--- src/include/rx_config.svh ---
`ifndef RX_CONFIG_SVH
`define RX_CONFIG_SVH

// samples per word, lane 0 is the oldest.
`define RX_LANES 4

`define RX_CODE_W 8 // adc code width.

// feed-forward equalizer.
`define RX_FFE_TAPS 3
`define RX_W_W 8
`define RX_FFE_OUT_W 10

// shared by the ffe shift and the checker shift.
`define RX_SHIFT_W 4

`define RX_THR_W 10 // slicer threshold width.

// channel estimate used by the sequence checker.
`define RX_EST_DEPTH 3
`define RX_EST_W 8

`endif

--- src/logic/rx_pkg.sv ---
`include "rx_config.svh"

package rx_pkg;

	// signed data words.
	typedef logic signed [`RX_CODE_W-1:0] code_t;
	typedef logic signed [`RX_FFE_OUT_W-1:0] ffe_out_t;

	// coefficients.
	typedef logic signed [`RX_W_W-1:0] weight_t;
	typedef logic signed [`RX_THR_W-1:0] thresh_t;
	typedef logic signed [`RX_EST_W-1:0] est_t;

	typedef logic [`RX_SHIFT_W-1:0] shift_t; // right shift amount.

endpackage : rx_pkg

--- src/logic/bit_slicer.sv ---
`timescale 1ns/1ns
`include "rx_config.svh"

module bit_slicer (
	input wire logic clk,
	input wire logic rstb,

	input wire rx_pkg::ffe_out_t equalized_i [`RX_LANES-1:0],
	input wire rx_pkg::thresh_t thresh_i [`RX_LANES-1:0],

	output logic bits_o [`RX_LANES-1:0],
	output logic prev_bits_o [`RX_LANES-1:0]
);

	logic bits_next [`RX_LANES-1:0];

	// strictly above threshold decides a one.
	always_comb begin
		for (int j = 0; j < `RX_LANES; j++) begin
			bits_next[j] = equalized_i[j] > thresh_i[j];
		end
	end

	// previous word kept so the checker can reach back across the word edge.
	always_ff @(posedge clk or negedge rstb) begin
		if (!rstb) begin
			for (int j = 0; j < `RX_LANES; j++) begin
				bits_o[j] <= 1'b0;
				prev_bits_o[j] <= 1'b0;
			end
		end else begin
			for (int j = 0; j < `RX_LANES; j++) begin
				bits_o[j] <= bits_next[j];
				prev_bits_o[j] <= bits_o[j];
			end
		end
	end

endmodule : bit_slicer

--- src/logic/coef_store.sv ---
`timescale 1ns/1ns
`include "rx_config.svh"

module coef_store (
	input wire logic clk,
	input wire logic rstb,

	input wire rx_pkg::weight_t new_weights_i [`RX_FFE_TAPS-1:0][`RX_LANES-1:0],
	input wire logic update_weights_i [`RX_FFE_TAPS-1:0][`RX_LANES-1:0],
	input wire rx_pkg::shift_t new_ffe_shift_i [`RX_LANES-1:0],
	input wire logic update_ffe_shift_i [`RX_LANES-1:0],
	input wire rx_pkg::thresh_t new_thresh_i [`RX_LANES-1:0],
	input wire logic update_thresh_i [`RX_LANES-1:0],
	input wire rx_pkg::est_t new_est_i [`RX_LANES-1:0][`RX_EST_DEPTH-1:0],
	input wire logic update_est_i [`RX_LANES-1:0][`RX_EST_DEPTH-1:0],
	input wire rx_pkg::shift_t new_mlsd_shift_i [`RX_LANES-1:0],
	input wire logic update_mlsd_shift_i [`RX_LANES-1:0],

	output rx_pkg::weight_t weights_o [`RX_FFE_TAPS-1:0][`RX_LANES-1:0],
	output rx_pkg::shift_t ffe_shift_o [`RX_LANES-1:0],
	output rx_pkg::thresh_t thresh_o [`RX_LANES-1:0],
	output rx_pkg::est_t est_o [`RX_LANES-1:0][`RX_EST_DEPTH-1:0],
	output rx_pkg::shift_t mlsd_shift_o [`RX_LANES-1:0]
);

	// each coefficient holds until its own strobe loads a new value.
	always_ff @(posedge clk or negedge rstb) begin
		if (!rstb) begin
			for (int i = 0; i < `RX_LANES; i++) begin
				ffe_shift_o[i] <= '0;
				thresh_o[i] <= '0;
				mlsd_shift_o[i] <= '0;
				for (int k = 0; k < `RX_FFE_TAPS; k++) begin
					weights_o[k][i] <= '0;
				end
				for (int k = 0; k < `RX_EST_DEPTH; k++) begin
					est_o[i][k] <= '0;
				end
			end
		end else begin
			for (int i = 0; i < `RX_LANES; i++) begin
				if (update_ffe_shift_i[i])
					ffe_shift_o[i] <= new_ffe_shift_i[i];
				if (update_thresh_i[i])
					thresh_o[i] <= new_thresh_i[i];
				if (update_mlsd_shift_i[i])
					mlsd_shift_o[i] <= new_mlsd_shift_i[i];
				for (int k = 0; k < `RX_FFE_TAPS; k++) begin
					if (update_weights_i[k][i])
						weights_o[k][i] <= new_weights_i[k][i]; // tap k, lane i.
				end
				for (int k = 0; k < `RX_EST_DEPTH; k++) begin
					if (update_est_i[i][k])
						est_o[i][k] <= new_est_i[i][k];
				end
			end
		end
	end

endmodule : coef_store

--- src/logic/ffe_filter.sv ---
`timescale 1ns/1ns
`include "rx_config.svh"

module ffe_filter (
	input wire logic clk,
	input wire logic rstb,

	input wire rx_pkg::code_t cur_codes_i [`RX_LANES-1:0],
	input wire rx_pkg::code_t past_codes_i [`RX_LANES-1:0],
	input wire rx_pkg::weight_t weights_i [`RX_FFE_TAPS-1:0][`RX_LANES-1:0],
	input wire rx_pkg::shift_t ffe_shift_i [`RX_LANES-1:0],

	output rx_pkg::ffe_out_t equalized_o [`RX_LANES-1:0]
);

	// product width plus two guard bits for the three tap sum.
	localparam int ACC_W = `RX_CODE_W + `RX_W_W + 2;
	localparam int OUT_W = `RX_FFE_OUT_W;

	rx_pkg::code_t window [2*`RX_LANES-1:0];
	rx_pkg::ffe_out_t eq_next [`RX_LANES-1:0];

	// flat window, past word below the current word.
	always_comb begin
		for (int i = 0; i < `RX_LANES; i++) begin
			window[i] = past_codes_i[i];
			window[`RX_LANES+i] = cur_codes_i[i];
		end
	end

	always_comb begin
		logic signed [ACC_W-1:0] acc;
		logic signed [ACC_W-1:0] shifted;
		logic fits;

		for (int j = 0; j < `RX_LANES; j++) begin
			acc = '0;
			for (int k = 0; k < `RX_FFE_TAPS; k++) begin
				acc = acc + ACC_W'(window[`RX_LANES+j-k]) * ACC_W'(weights_i[k][j]);
			end
			shifted = acc >>> ffe_shift_i[j];
			// in range when every bit above the output sign matches it.
			fits = (&shifted[ACC_W-1:OUT_W-1]) || !(|shifted[ACC_W-1:OUT_W-1]);
			if (fits)
				eq_next[j] = shifted[OUT_W-1:0];
			else if (shifted[ACC_W-1])
				eq_next[j] = {1'b1, {(OUT_W-1){1'b0}}}; // most negative.
			else
				eq_next[j] = {1'b0, {(OUT_W-1){1'b1}}}; // most positive.
		end
	end

	always_ff @(posedge clk or negedge rstb) begin
		if (!rstb) begin
			for (int j = 0; j < `RX_LANES; j++) begin
				equalized_o[j] <= '0;
			end
		end else begin
			for (int j = 0; j < `RX_LANES; j++) begin
				equalized_o[j] <= eq_next[j];
			end
		end
	end

endmodule : ffe_filter

--- src/logic/forward_path.sv ---
`timescale 1ns/1ns
`include "rx_config.svh"

module forward_path (
	input wire logic clk,
	input wire logic rstb,

	input wire rx_pkg::code_t codes_i [`RX_LANES-1:0],

	input wire rx_pkg::weight_t new_weights_i [`RX_FFE_TAPS-1:0][`RX_LANES-1:0],
	input wire logic update_weights_i [`RX_FFE_TAPS-1:0][`RX_LANES-1:0],
	input wire rx_pkg::shift_t new_ffe_shift_i [`RX_LANES-1:0],
	input wire logic update_ffe_shift_i [`RX_LANES-1:0],
	input wire rx_pkg::thresh_t new_thresh_i [`RX_LANES-1:0],
	input wire logic update_thresh_i [`RX_LANES-1:0],
	input wire rx_pkg::est_t new_est_i [`RX_LANES-1:0][`RX_EST_DEPTH-1:0],
	input wire logic update_est_i [`RX_LANES-1:0][`RX_EST_DEPTH-1:0],
	input wire rx_pkg::shift_t new_mlsd_shift_i [`RX_LANES-1:0],
	input wire logic update_mlsd_shift_i [`RX_LANES-1:0],

	output logic checked_bits_o [`RX_LANES-1:0]
);

	rx_pkg::weight_t weights [`RX_FFE_TAPS-1:0][`RX_LANES-1:0];
	rx_pkg::shift_t ffe_shift [`RX_LANES-1:0];
	rx_pkg::thresh_t thresh [`RX_LANES-1:0];
	rx_pkg::est_t est [`RX_LANES-1:0][`RX_EST_DEPTH-1:0];
	rx_pkg::shift_t mlsd_shift [`RX_LANES-1:0];

	rx_pkg::code_t cur_codes [`RX_LANES-1:0];
	rx_pkg::code_t past_codes [`RX_LANES-1:0];
	rx_pkg::code_t delayed_codes [`RX_LANES-1:0];
	rx_pkg::ffe_out_t equalized [`RX_LANES-1:0];
	logic bits [`RX_LANES-1:0];
	logic prev_bits [`RX_LANES-1:0];

	coef_store coef_store0 (
		.clk(clk), .rstb(rstb),
		.new_weights_i(new_weights_i), .update_weights_i(update_weights_i),
		.new_ffe_shift_i(new_ffe_shift_i), .update_ffe_shift_i(update_ffe_shift_i),
		.new_thresh_i(new_thresh_i), .update_thresh_i(update_thresh_i),
		.new_est_i(new_est_i), .update_est_i(update_est_i),
		.new_mlsd_shift_i(new_mlsd_shift_i), .update_mlsd_shift_i(update_mlsd_shift_i),
		.weights_o(weights), .ffe_shift_o(ffe_shift), .thresh_o(thresh),
		.est_o(est), .mlsd_shift_o(mlsd_shift)
	);

	sample_history sample_history0 (
		.clk(clk), .rstb(rstb), .codes_i(codes_i),
		.cur_codes_o(cur_codes), .past_codes_o(past_codes),
		.delayed_codes_o(delayed_codes)
	);

	// equalized word lands one cycle after the codes.
	ffe_filter ffe_filter0 (
		.clk(clk), .rstb(rstb),
		.cur_codes_i(cur_codes), .past_codes_i(past_codes),
		.weights_i(weights), .ffe_shift_i(ffe_shift),
		.equalized_o(equalized)
	);

	bit_slicer bit_slicer0 (
		.clk(clk), .rstb(rstb),
		.equalized_i(equalized), .thresh_i(thresh),
		.bits_o(bits), .prev_bits_o(prev_bits)
	);

	mlsd_checker mlsd_checker0 (
		.clk(clk), .rstb(rstb),
		.codes_i(delayed_codes), .bits_i(bits), .prev_bits_i(prev_bits),
		.est_i(est), .mlsd_shift_i(mlsd_shift),
		.checked_bits_o(checked_bits_o)
	);

endmodule : forward_path

--- src/logic/mlsd_checker.sv ---
`timescale 1ns/1ns
`include "rx_config.svh"

module mlsd_checker (
	input wire logic clk,
	input wire logic rstb,

	input wire rx_pkg::code_t codes_i [`RX_LANES-1:0],
	input wire logic bits_i [`RX_LANES-1:0],
	input wire logic prev_bits_i [`RX_LANES-1:0],
	input wire rx_pkg::est_t est_i [`RX_LANES-1:0][`RX_EST_DEPTH-1:0],
	input wire rx_pkg::shift_t mlsd_shift_i [`RX_LANES-1:0],

	output logic checked_bits_o [`RX_LANES-1:0]
);

	// sum of three plus or minus estimate taps.
	localparam int PRED_W = `RX_EST_W + 2;
	localparam int ERR_W = PRED_W + 2;

	logic bit_window [2*`RX_LANES-1:0];
	logic decision [`RX_LANES-1:0];

	always_comb begin
		for (int i = 0; i < `RX_LANES; i++) begin
			bit_window[i] = prev_bits_i[i];
			bit_window[`RX_LANES+i] = bits_i[i];
		end
	end

	always_comb begin
		logic signed [PRED_W-1:0] tail;
		logic signed [PRED_W-1:0] pred_one;
		logic signed [PRED_W-1:0] pred_zero;
		logic signed [ERR_W-1:0] diff_one;
		logic signed [ERR_W-1:0] diff_zero;
		logic signed [ERR_W-1:0] err_one;
		logic signed [ERR_W-1:0] err_zero;

		for (int j = 0; j < `RX_LANES; j++) begin
			// older symbols come from the slicer.
			tail = '0;
			for (int k = 1; k < `RX_EST_DEPTH; k++) begin
				if (bit_window[`RX_LANES+j-k])
					tail = tail + PRED_W'(est_i[j][k]);
				else
					tail = tail - PRED_W'(est_i[j][k]);
			end
			pred_one = (tail + PRED_W'(est_i[j][0])) >>> mlsd_shift_i[j];
			pred_zero = (tail - PRED_W'(est_i[j][0])) >>> mlsd_shift_i[j];

			diff_one = ERR_W'(codes_i[j]) - ERR_W'(pred_one);
			diff_zero = ERR_W'(codes_i[j]) - ERR_W'(pred_zero);
			err_one = diff_one[ERR_W-1] ? -diff_one : diff_one;
			err_zero = diff_zero[ERR_W-1] ? -diff_zero : diff_zero;

			if (err_one < err_zero)
				decision[j] = 1'b1;
			else if (err_zero < err_one)
				decision[j] = 1'b0;
			else
				decision[j] = bits_i[j]; // tie, trust the slicer.
		end
	end

	always_ff @(posedge clk or negedge rstb) begin
		if (!rstb) begin
			for (int j = 0; j < `RX_LANES; j++) begin
				checked_bits_o[j] <= 1'b0;
			end
		end else begin
			for (int j = 0; j < `RX_LANES; j++) begin
				checked_bits_o[j] <= decision[j];
			end
		end
	end

endmodule : mlsd_checker

--- src/logic/sample_history.sv ---
`timescale 1ns/1ns
`include "rx_config.svh"

module sample_history (
	input wire logic clk,
	input wire logic rstb,

	input wire rx_pkg::code_t codes_i [`RX_LANES-1:0],

	output rx_pkg::code_t cur_codes_o [`RX_LANES-1:0],
	output rx_pkg::code_t past_codes_o [`RX_LANES-1:0],
	output rx_pkg::code_t delayed_codes_o [`RX_LANES-1:0]
);

	// three word shift register.
	// cur and past form the equalizer window, delayed lines up with the slicer bits.
	always_ff @(posedge clk or negedge rstb) begin
		if (!rstb) begin
			for (int i = 0; i < `RX_LANES; i++) begin
				cur_codes_o[i] <= '0;
				past_codes_o[i] <= '0;
				delayed_codes_o[i] <= '0;
			end
		end else begin
			for (int i = 0; i < `RX_LANES; i++) begin
				cur_codes_o[i] <= codes_i[i];
				past_codes_o[i] <= cur_codes_o[i];
				delayed_codes_o[i] <= past_codes_o[i]; // word from two cycles back.
			end
		end
	end

endmodule : sample_history

--- config.mk ---
export PLATFORM = sky130hd
export DESIGN_NAME = forward_path
export DESIGN_NICKNAME = d
export VERILOG_FILES = /design/src/logic/rx_pkg.sv /design/src/logic/bit_slicer.sv /design/src/logic/coef_store.sv /design/src/logic/ffe_filter.sv /design/src/logic/forward_path.sv /design/src/logic/mlsd_checker.sv /design/src/logic/sample_history.sv
export VERILOG_INCLUDE_DIRS = /design/src /design/src/include
export SDC_FILE = /design/constraint.sdc
export NUM_CORES = 2
export LEC_CHECK = 0
export ABC_AREA = 1
export BUFFER_PORTS_ARGS = -buffer_cell sky130_fd_sc_hd__buf_2
export CORE_MARGIN = 8
export CORE_UTILIZATION = 38
export DETAILED_ROUTE_END_ITERATION = 8
export GPL_TIMING_DRIVEN = 0
export SYNTH_ARGS = -nofsm -noshare
export SYNTH_HDL_FRONTEND = slang
export SYNTH_SLANG_ARGS = --single-unit
--- constraint.sdc ---
create_clock -name clk -period 14.15 [get_ports clk]
set_input_delay 2.83 -clock clk [delete_from_list [all_inputs] [get_ports clk]]
set_output_delay 2.83 -clock clk [all_outputs]
set_load 0.01 [all_outputs]
==> run summary <==
status: complete, no violations
Synth cell types: 62
detailed-route wire length per cell: 15.7 microns
setup tns final: 0 ns
Hold Vio Cnt, Final: 0
Synth async-reset ratio: 100%
CP max stage delay: 0.67 ns
Seq/Total Area, Yosys: 15.4%
commonest non-fill, non-tap cell in the layout: nand2_1
CTS tree: built
Root Buffer: clkbuf_16
# Post-CTS Setup Buffers: 0
unrepaired setup endpoints after global routing: no
Crit path arrival time: 10.10 ns
Total Routing Usage GR: 19.5%
Reg-to-Reg Start: bit_slicer0.prev_bits_o[3]
H-Tree Depth: 2
Crit. End Element: register
vias in the first global route: 57,300
pin count of the biggest net entering global routing: 97
Final HPWL DP: 158,000 microns
max-cap viol count: 0
initial antenna violation count: 23
Clock transition at path regs: 0.06 ns
die width: 435 microns
commonest non-fill, non-tap cells in the layout: nand2_1 (2,250), inv_1 (2,126), fa_1 (748)
top cells by area, synth: fa_1 (22%), dfrtp_1 (15%), ha_1 (13%)
slew margin rel.: 29.7%
IO Count: 338
Critical Path Start Type: register
Setup Skew: 0.0710 ns
CTS Hold Buffers Added: 0
Skew-Pair Late Insertion Delay: 0.73 ns
via/cell ratio: 4.75
DIE AREA: 0.189 sq mm
Hold Crit Depth: 0
reg2reg end: mlsd_checker0.checked_bits_o[0]
P&R area growth vs syn: 10.1%
core area: 0.174 sq mm
Mapped Area: 0.0666 sq mm
Synth Flop Type: dfrtp_1
total gr overflow: 0
fin. max-slew vios: 0
Post-synth EDFFs: 0
Mean Syn Cell Area: 7.44 sq um
Die Ht: 435 microns
area leader, netlist: fa_1
drt first pass iters: 6
Worst Hold Path EP: sample_history0.delayed_codes_o[14]
# clock sinks: 410
Yosys warnings: 0
r2r worst-path depth: 46
R2R Setup Slk: 4.62 ns
Mapped Cells: 8,954
Vias: 55,700
area share of the largest cell type after synthesis: 22.5%
CTS buffer count: 59
Final ANT Viol Nets: 0
slowest stage cell on the critical path: clkbuf_1
deepest clock path buffer count: 3
gpl congestion: 0.896
share of cells above drive strength 1: 6.48%
Final nets: 11,100
Tmin final: 9.53 ns
Synth Register Bits: 410
Hold Path Origin: sample_history0.past_codes_o[14]
number of port buffers: 321
final setup vio count: 0
Site Rows: 153
CP dominant cell by count: nand2_1
initial drt markers: 3,028
Starting Density: 38.3%
critical path type: register to register
post_cts resized: 0
Worst-Margin Slew: 1.05 ns
drt drc: 0
Tcrit/Tclk final: 67.4%
DRT Wirelength: 184,000 microns
first-pass GRT wire length: 299,000 microns
Fmax: 0.105 GHz
Hold WC Path Type: register to register
Worst Path Required: 14.72 ns
peak fanout along the critical path: 10
synth_stat cells, drive strengths merged (30+ instances only):
cell type  count
xor2         290
xnor2        171
ha           708
buf           30
clkbuf       255
a21oi        369
nand2       2261
a21o          33
nand4         38
o21bai        44
nor2         190
inv         2130
nor3          32
dfrtp        410
o211ai        34
fa           748
nand3        418
o21ai        508
mux2          93
or2           54
flip-flops by register name, summed over array words and instances (netlist names):
| register | count |
|---|---|
| sample_history0.delayed_codes_o | 32 |
| mlsd_checker0.checked_bits_o | 4 |
| coef_store0.est_o | 96 |
| bit_slicer0.bits_o | 4 |
| coef_store0.thresh_o | 40 |
| sample_history0.past_codes_o | 32 |
| bit_slicer0.prev_bits_o | 2 |
| coef_store0.ffe_shift_o | 16 |
| coef_store0.weights_o | 96 |
| coef_store0.mlsd_shift_o | 16 |
| sample_history0.cur_codes_o | 32 |
| ffe_filter0.equalized_o | 40 |
logic make-up after synthesis:
logic type | count (synthesis) | share of synthesized area, %
AOI/OAI and AO/OA | 1065 | 8.69
xor gates and xnor gates | 461 | 6.06
adders and majority gates | 1456 | 35.8
buffers and inverters | 2428 | 13.7
DFF | 410 | 15.4
muxes | 98 | 1.65
other | 2 | 0.0113
and+or+nand+nor | 3034 | 18.6
final cells by class:
class	count	area (sq um)
antenna	9	22.5
buffer	285	1090
tap	2325	2910
clock buffer	78	1630
inverter	2143	8050
sequential	410	10300
clock inverter	27	398
fill	17800	101000
multi-input combinational	6122	47200
timing repair buffer	326	1730
metrics by stage:
step / instances / util (%) / instance area [sq um] / setup WS [ns] / hold slack [ns]
after floorplan: 8960 / - / 66600 / 7.13 / 0.331
after detailed placement: 11600 / 40.9 / 71200 / 4.59 / 0.335
after global placement: 11600 / 40.9 / 71100 / 0.984 / 0.332
after global routing: 11700 / 42.1 / 73300 / 3.79 / 0.317
after CTS: 11700 / 42.1 / 73300 / 4.54 / 0.301
final: 11700 / 42.1 / 73300 / 4.62 / 0.306
how the worst max path moves through the flow:
stage | from | to | slack (ns) | cells past startpoint
2_1_floorplan | bit_slicer0.bits_o[0] | mlsd_checker0.checked_bits_o[2] | 7.13 | 47
3_3_place_gp | rstb | coef_store0.ffe_shift_o[12] | 0.98 | 1
3_5_place_dp | bit_slicer0.prev_bits_o[3] | mlsd_checker0.checked_bits_o[0] | 4.59 | 46
4_1_cts | bit_slicer0.prev_bits_o[3] | mlsd_checker0.checked_bits_o[0] | 4.54 | 46
5_1_grt | bit_slicer0.prev_bits_o[3] | mlsd_checker0.checked_bits_o[0] | 3.79 | 46
6_report | bit_slicer0.prev_bits_o[3] | mlsd_checker0.checked_bits_o[0] | 4.62 | 46
critical path: cells and delay by family, from the launching register on:
kind / cells / cell delay, ns
and+or+nand+nor: 15 / 1.60
buffers and inverters: 5 / 1.52
adders and majority gates: 5 / 1.69
AOI/OAI and AO/OA: 19 / 3.54
DFF: 1 / 0.58
xor gates and xnor gates: 2 / 0.38
per-layer routing:
| metal | GRT usage (%) | wire length (microns) | vias up |
|---|---|---|---|
| met5 | 0 | 13 | - |
| met2 | 34.1 | 89200 | 1008 |
| met3 | 2.09 | 7050 | 248 |
| met1 | 25.0 | 80200 | 26500 |
| li1 | - | - | 28000 |
| met4 | 6.64 | 7240 | 2 |
Power is left out: the tool's default activity adds up to more than one toggle a clock period on the data nets, which glitch-free logic cannot reach.
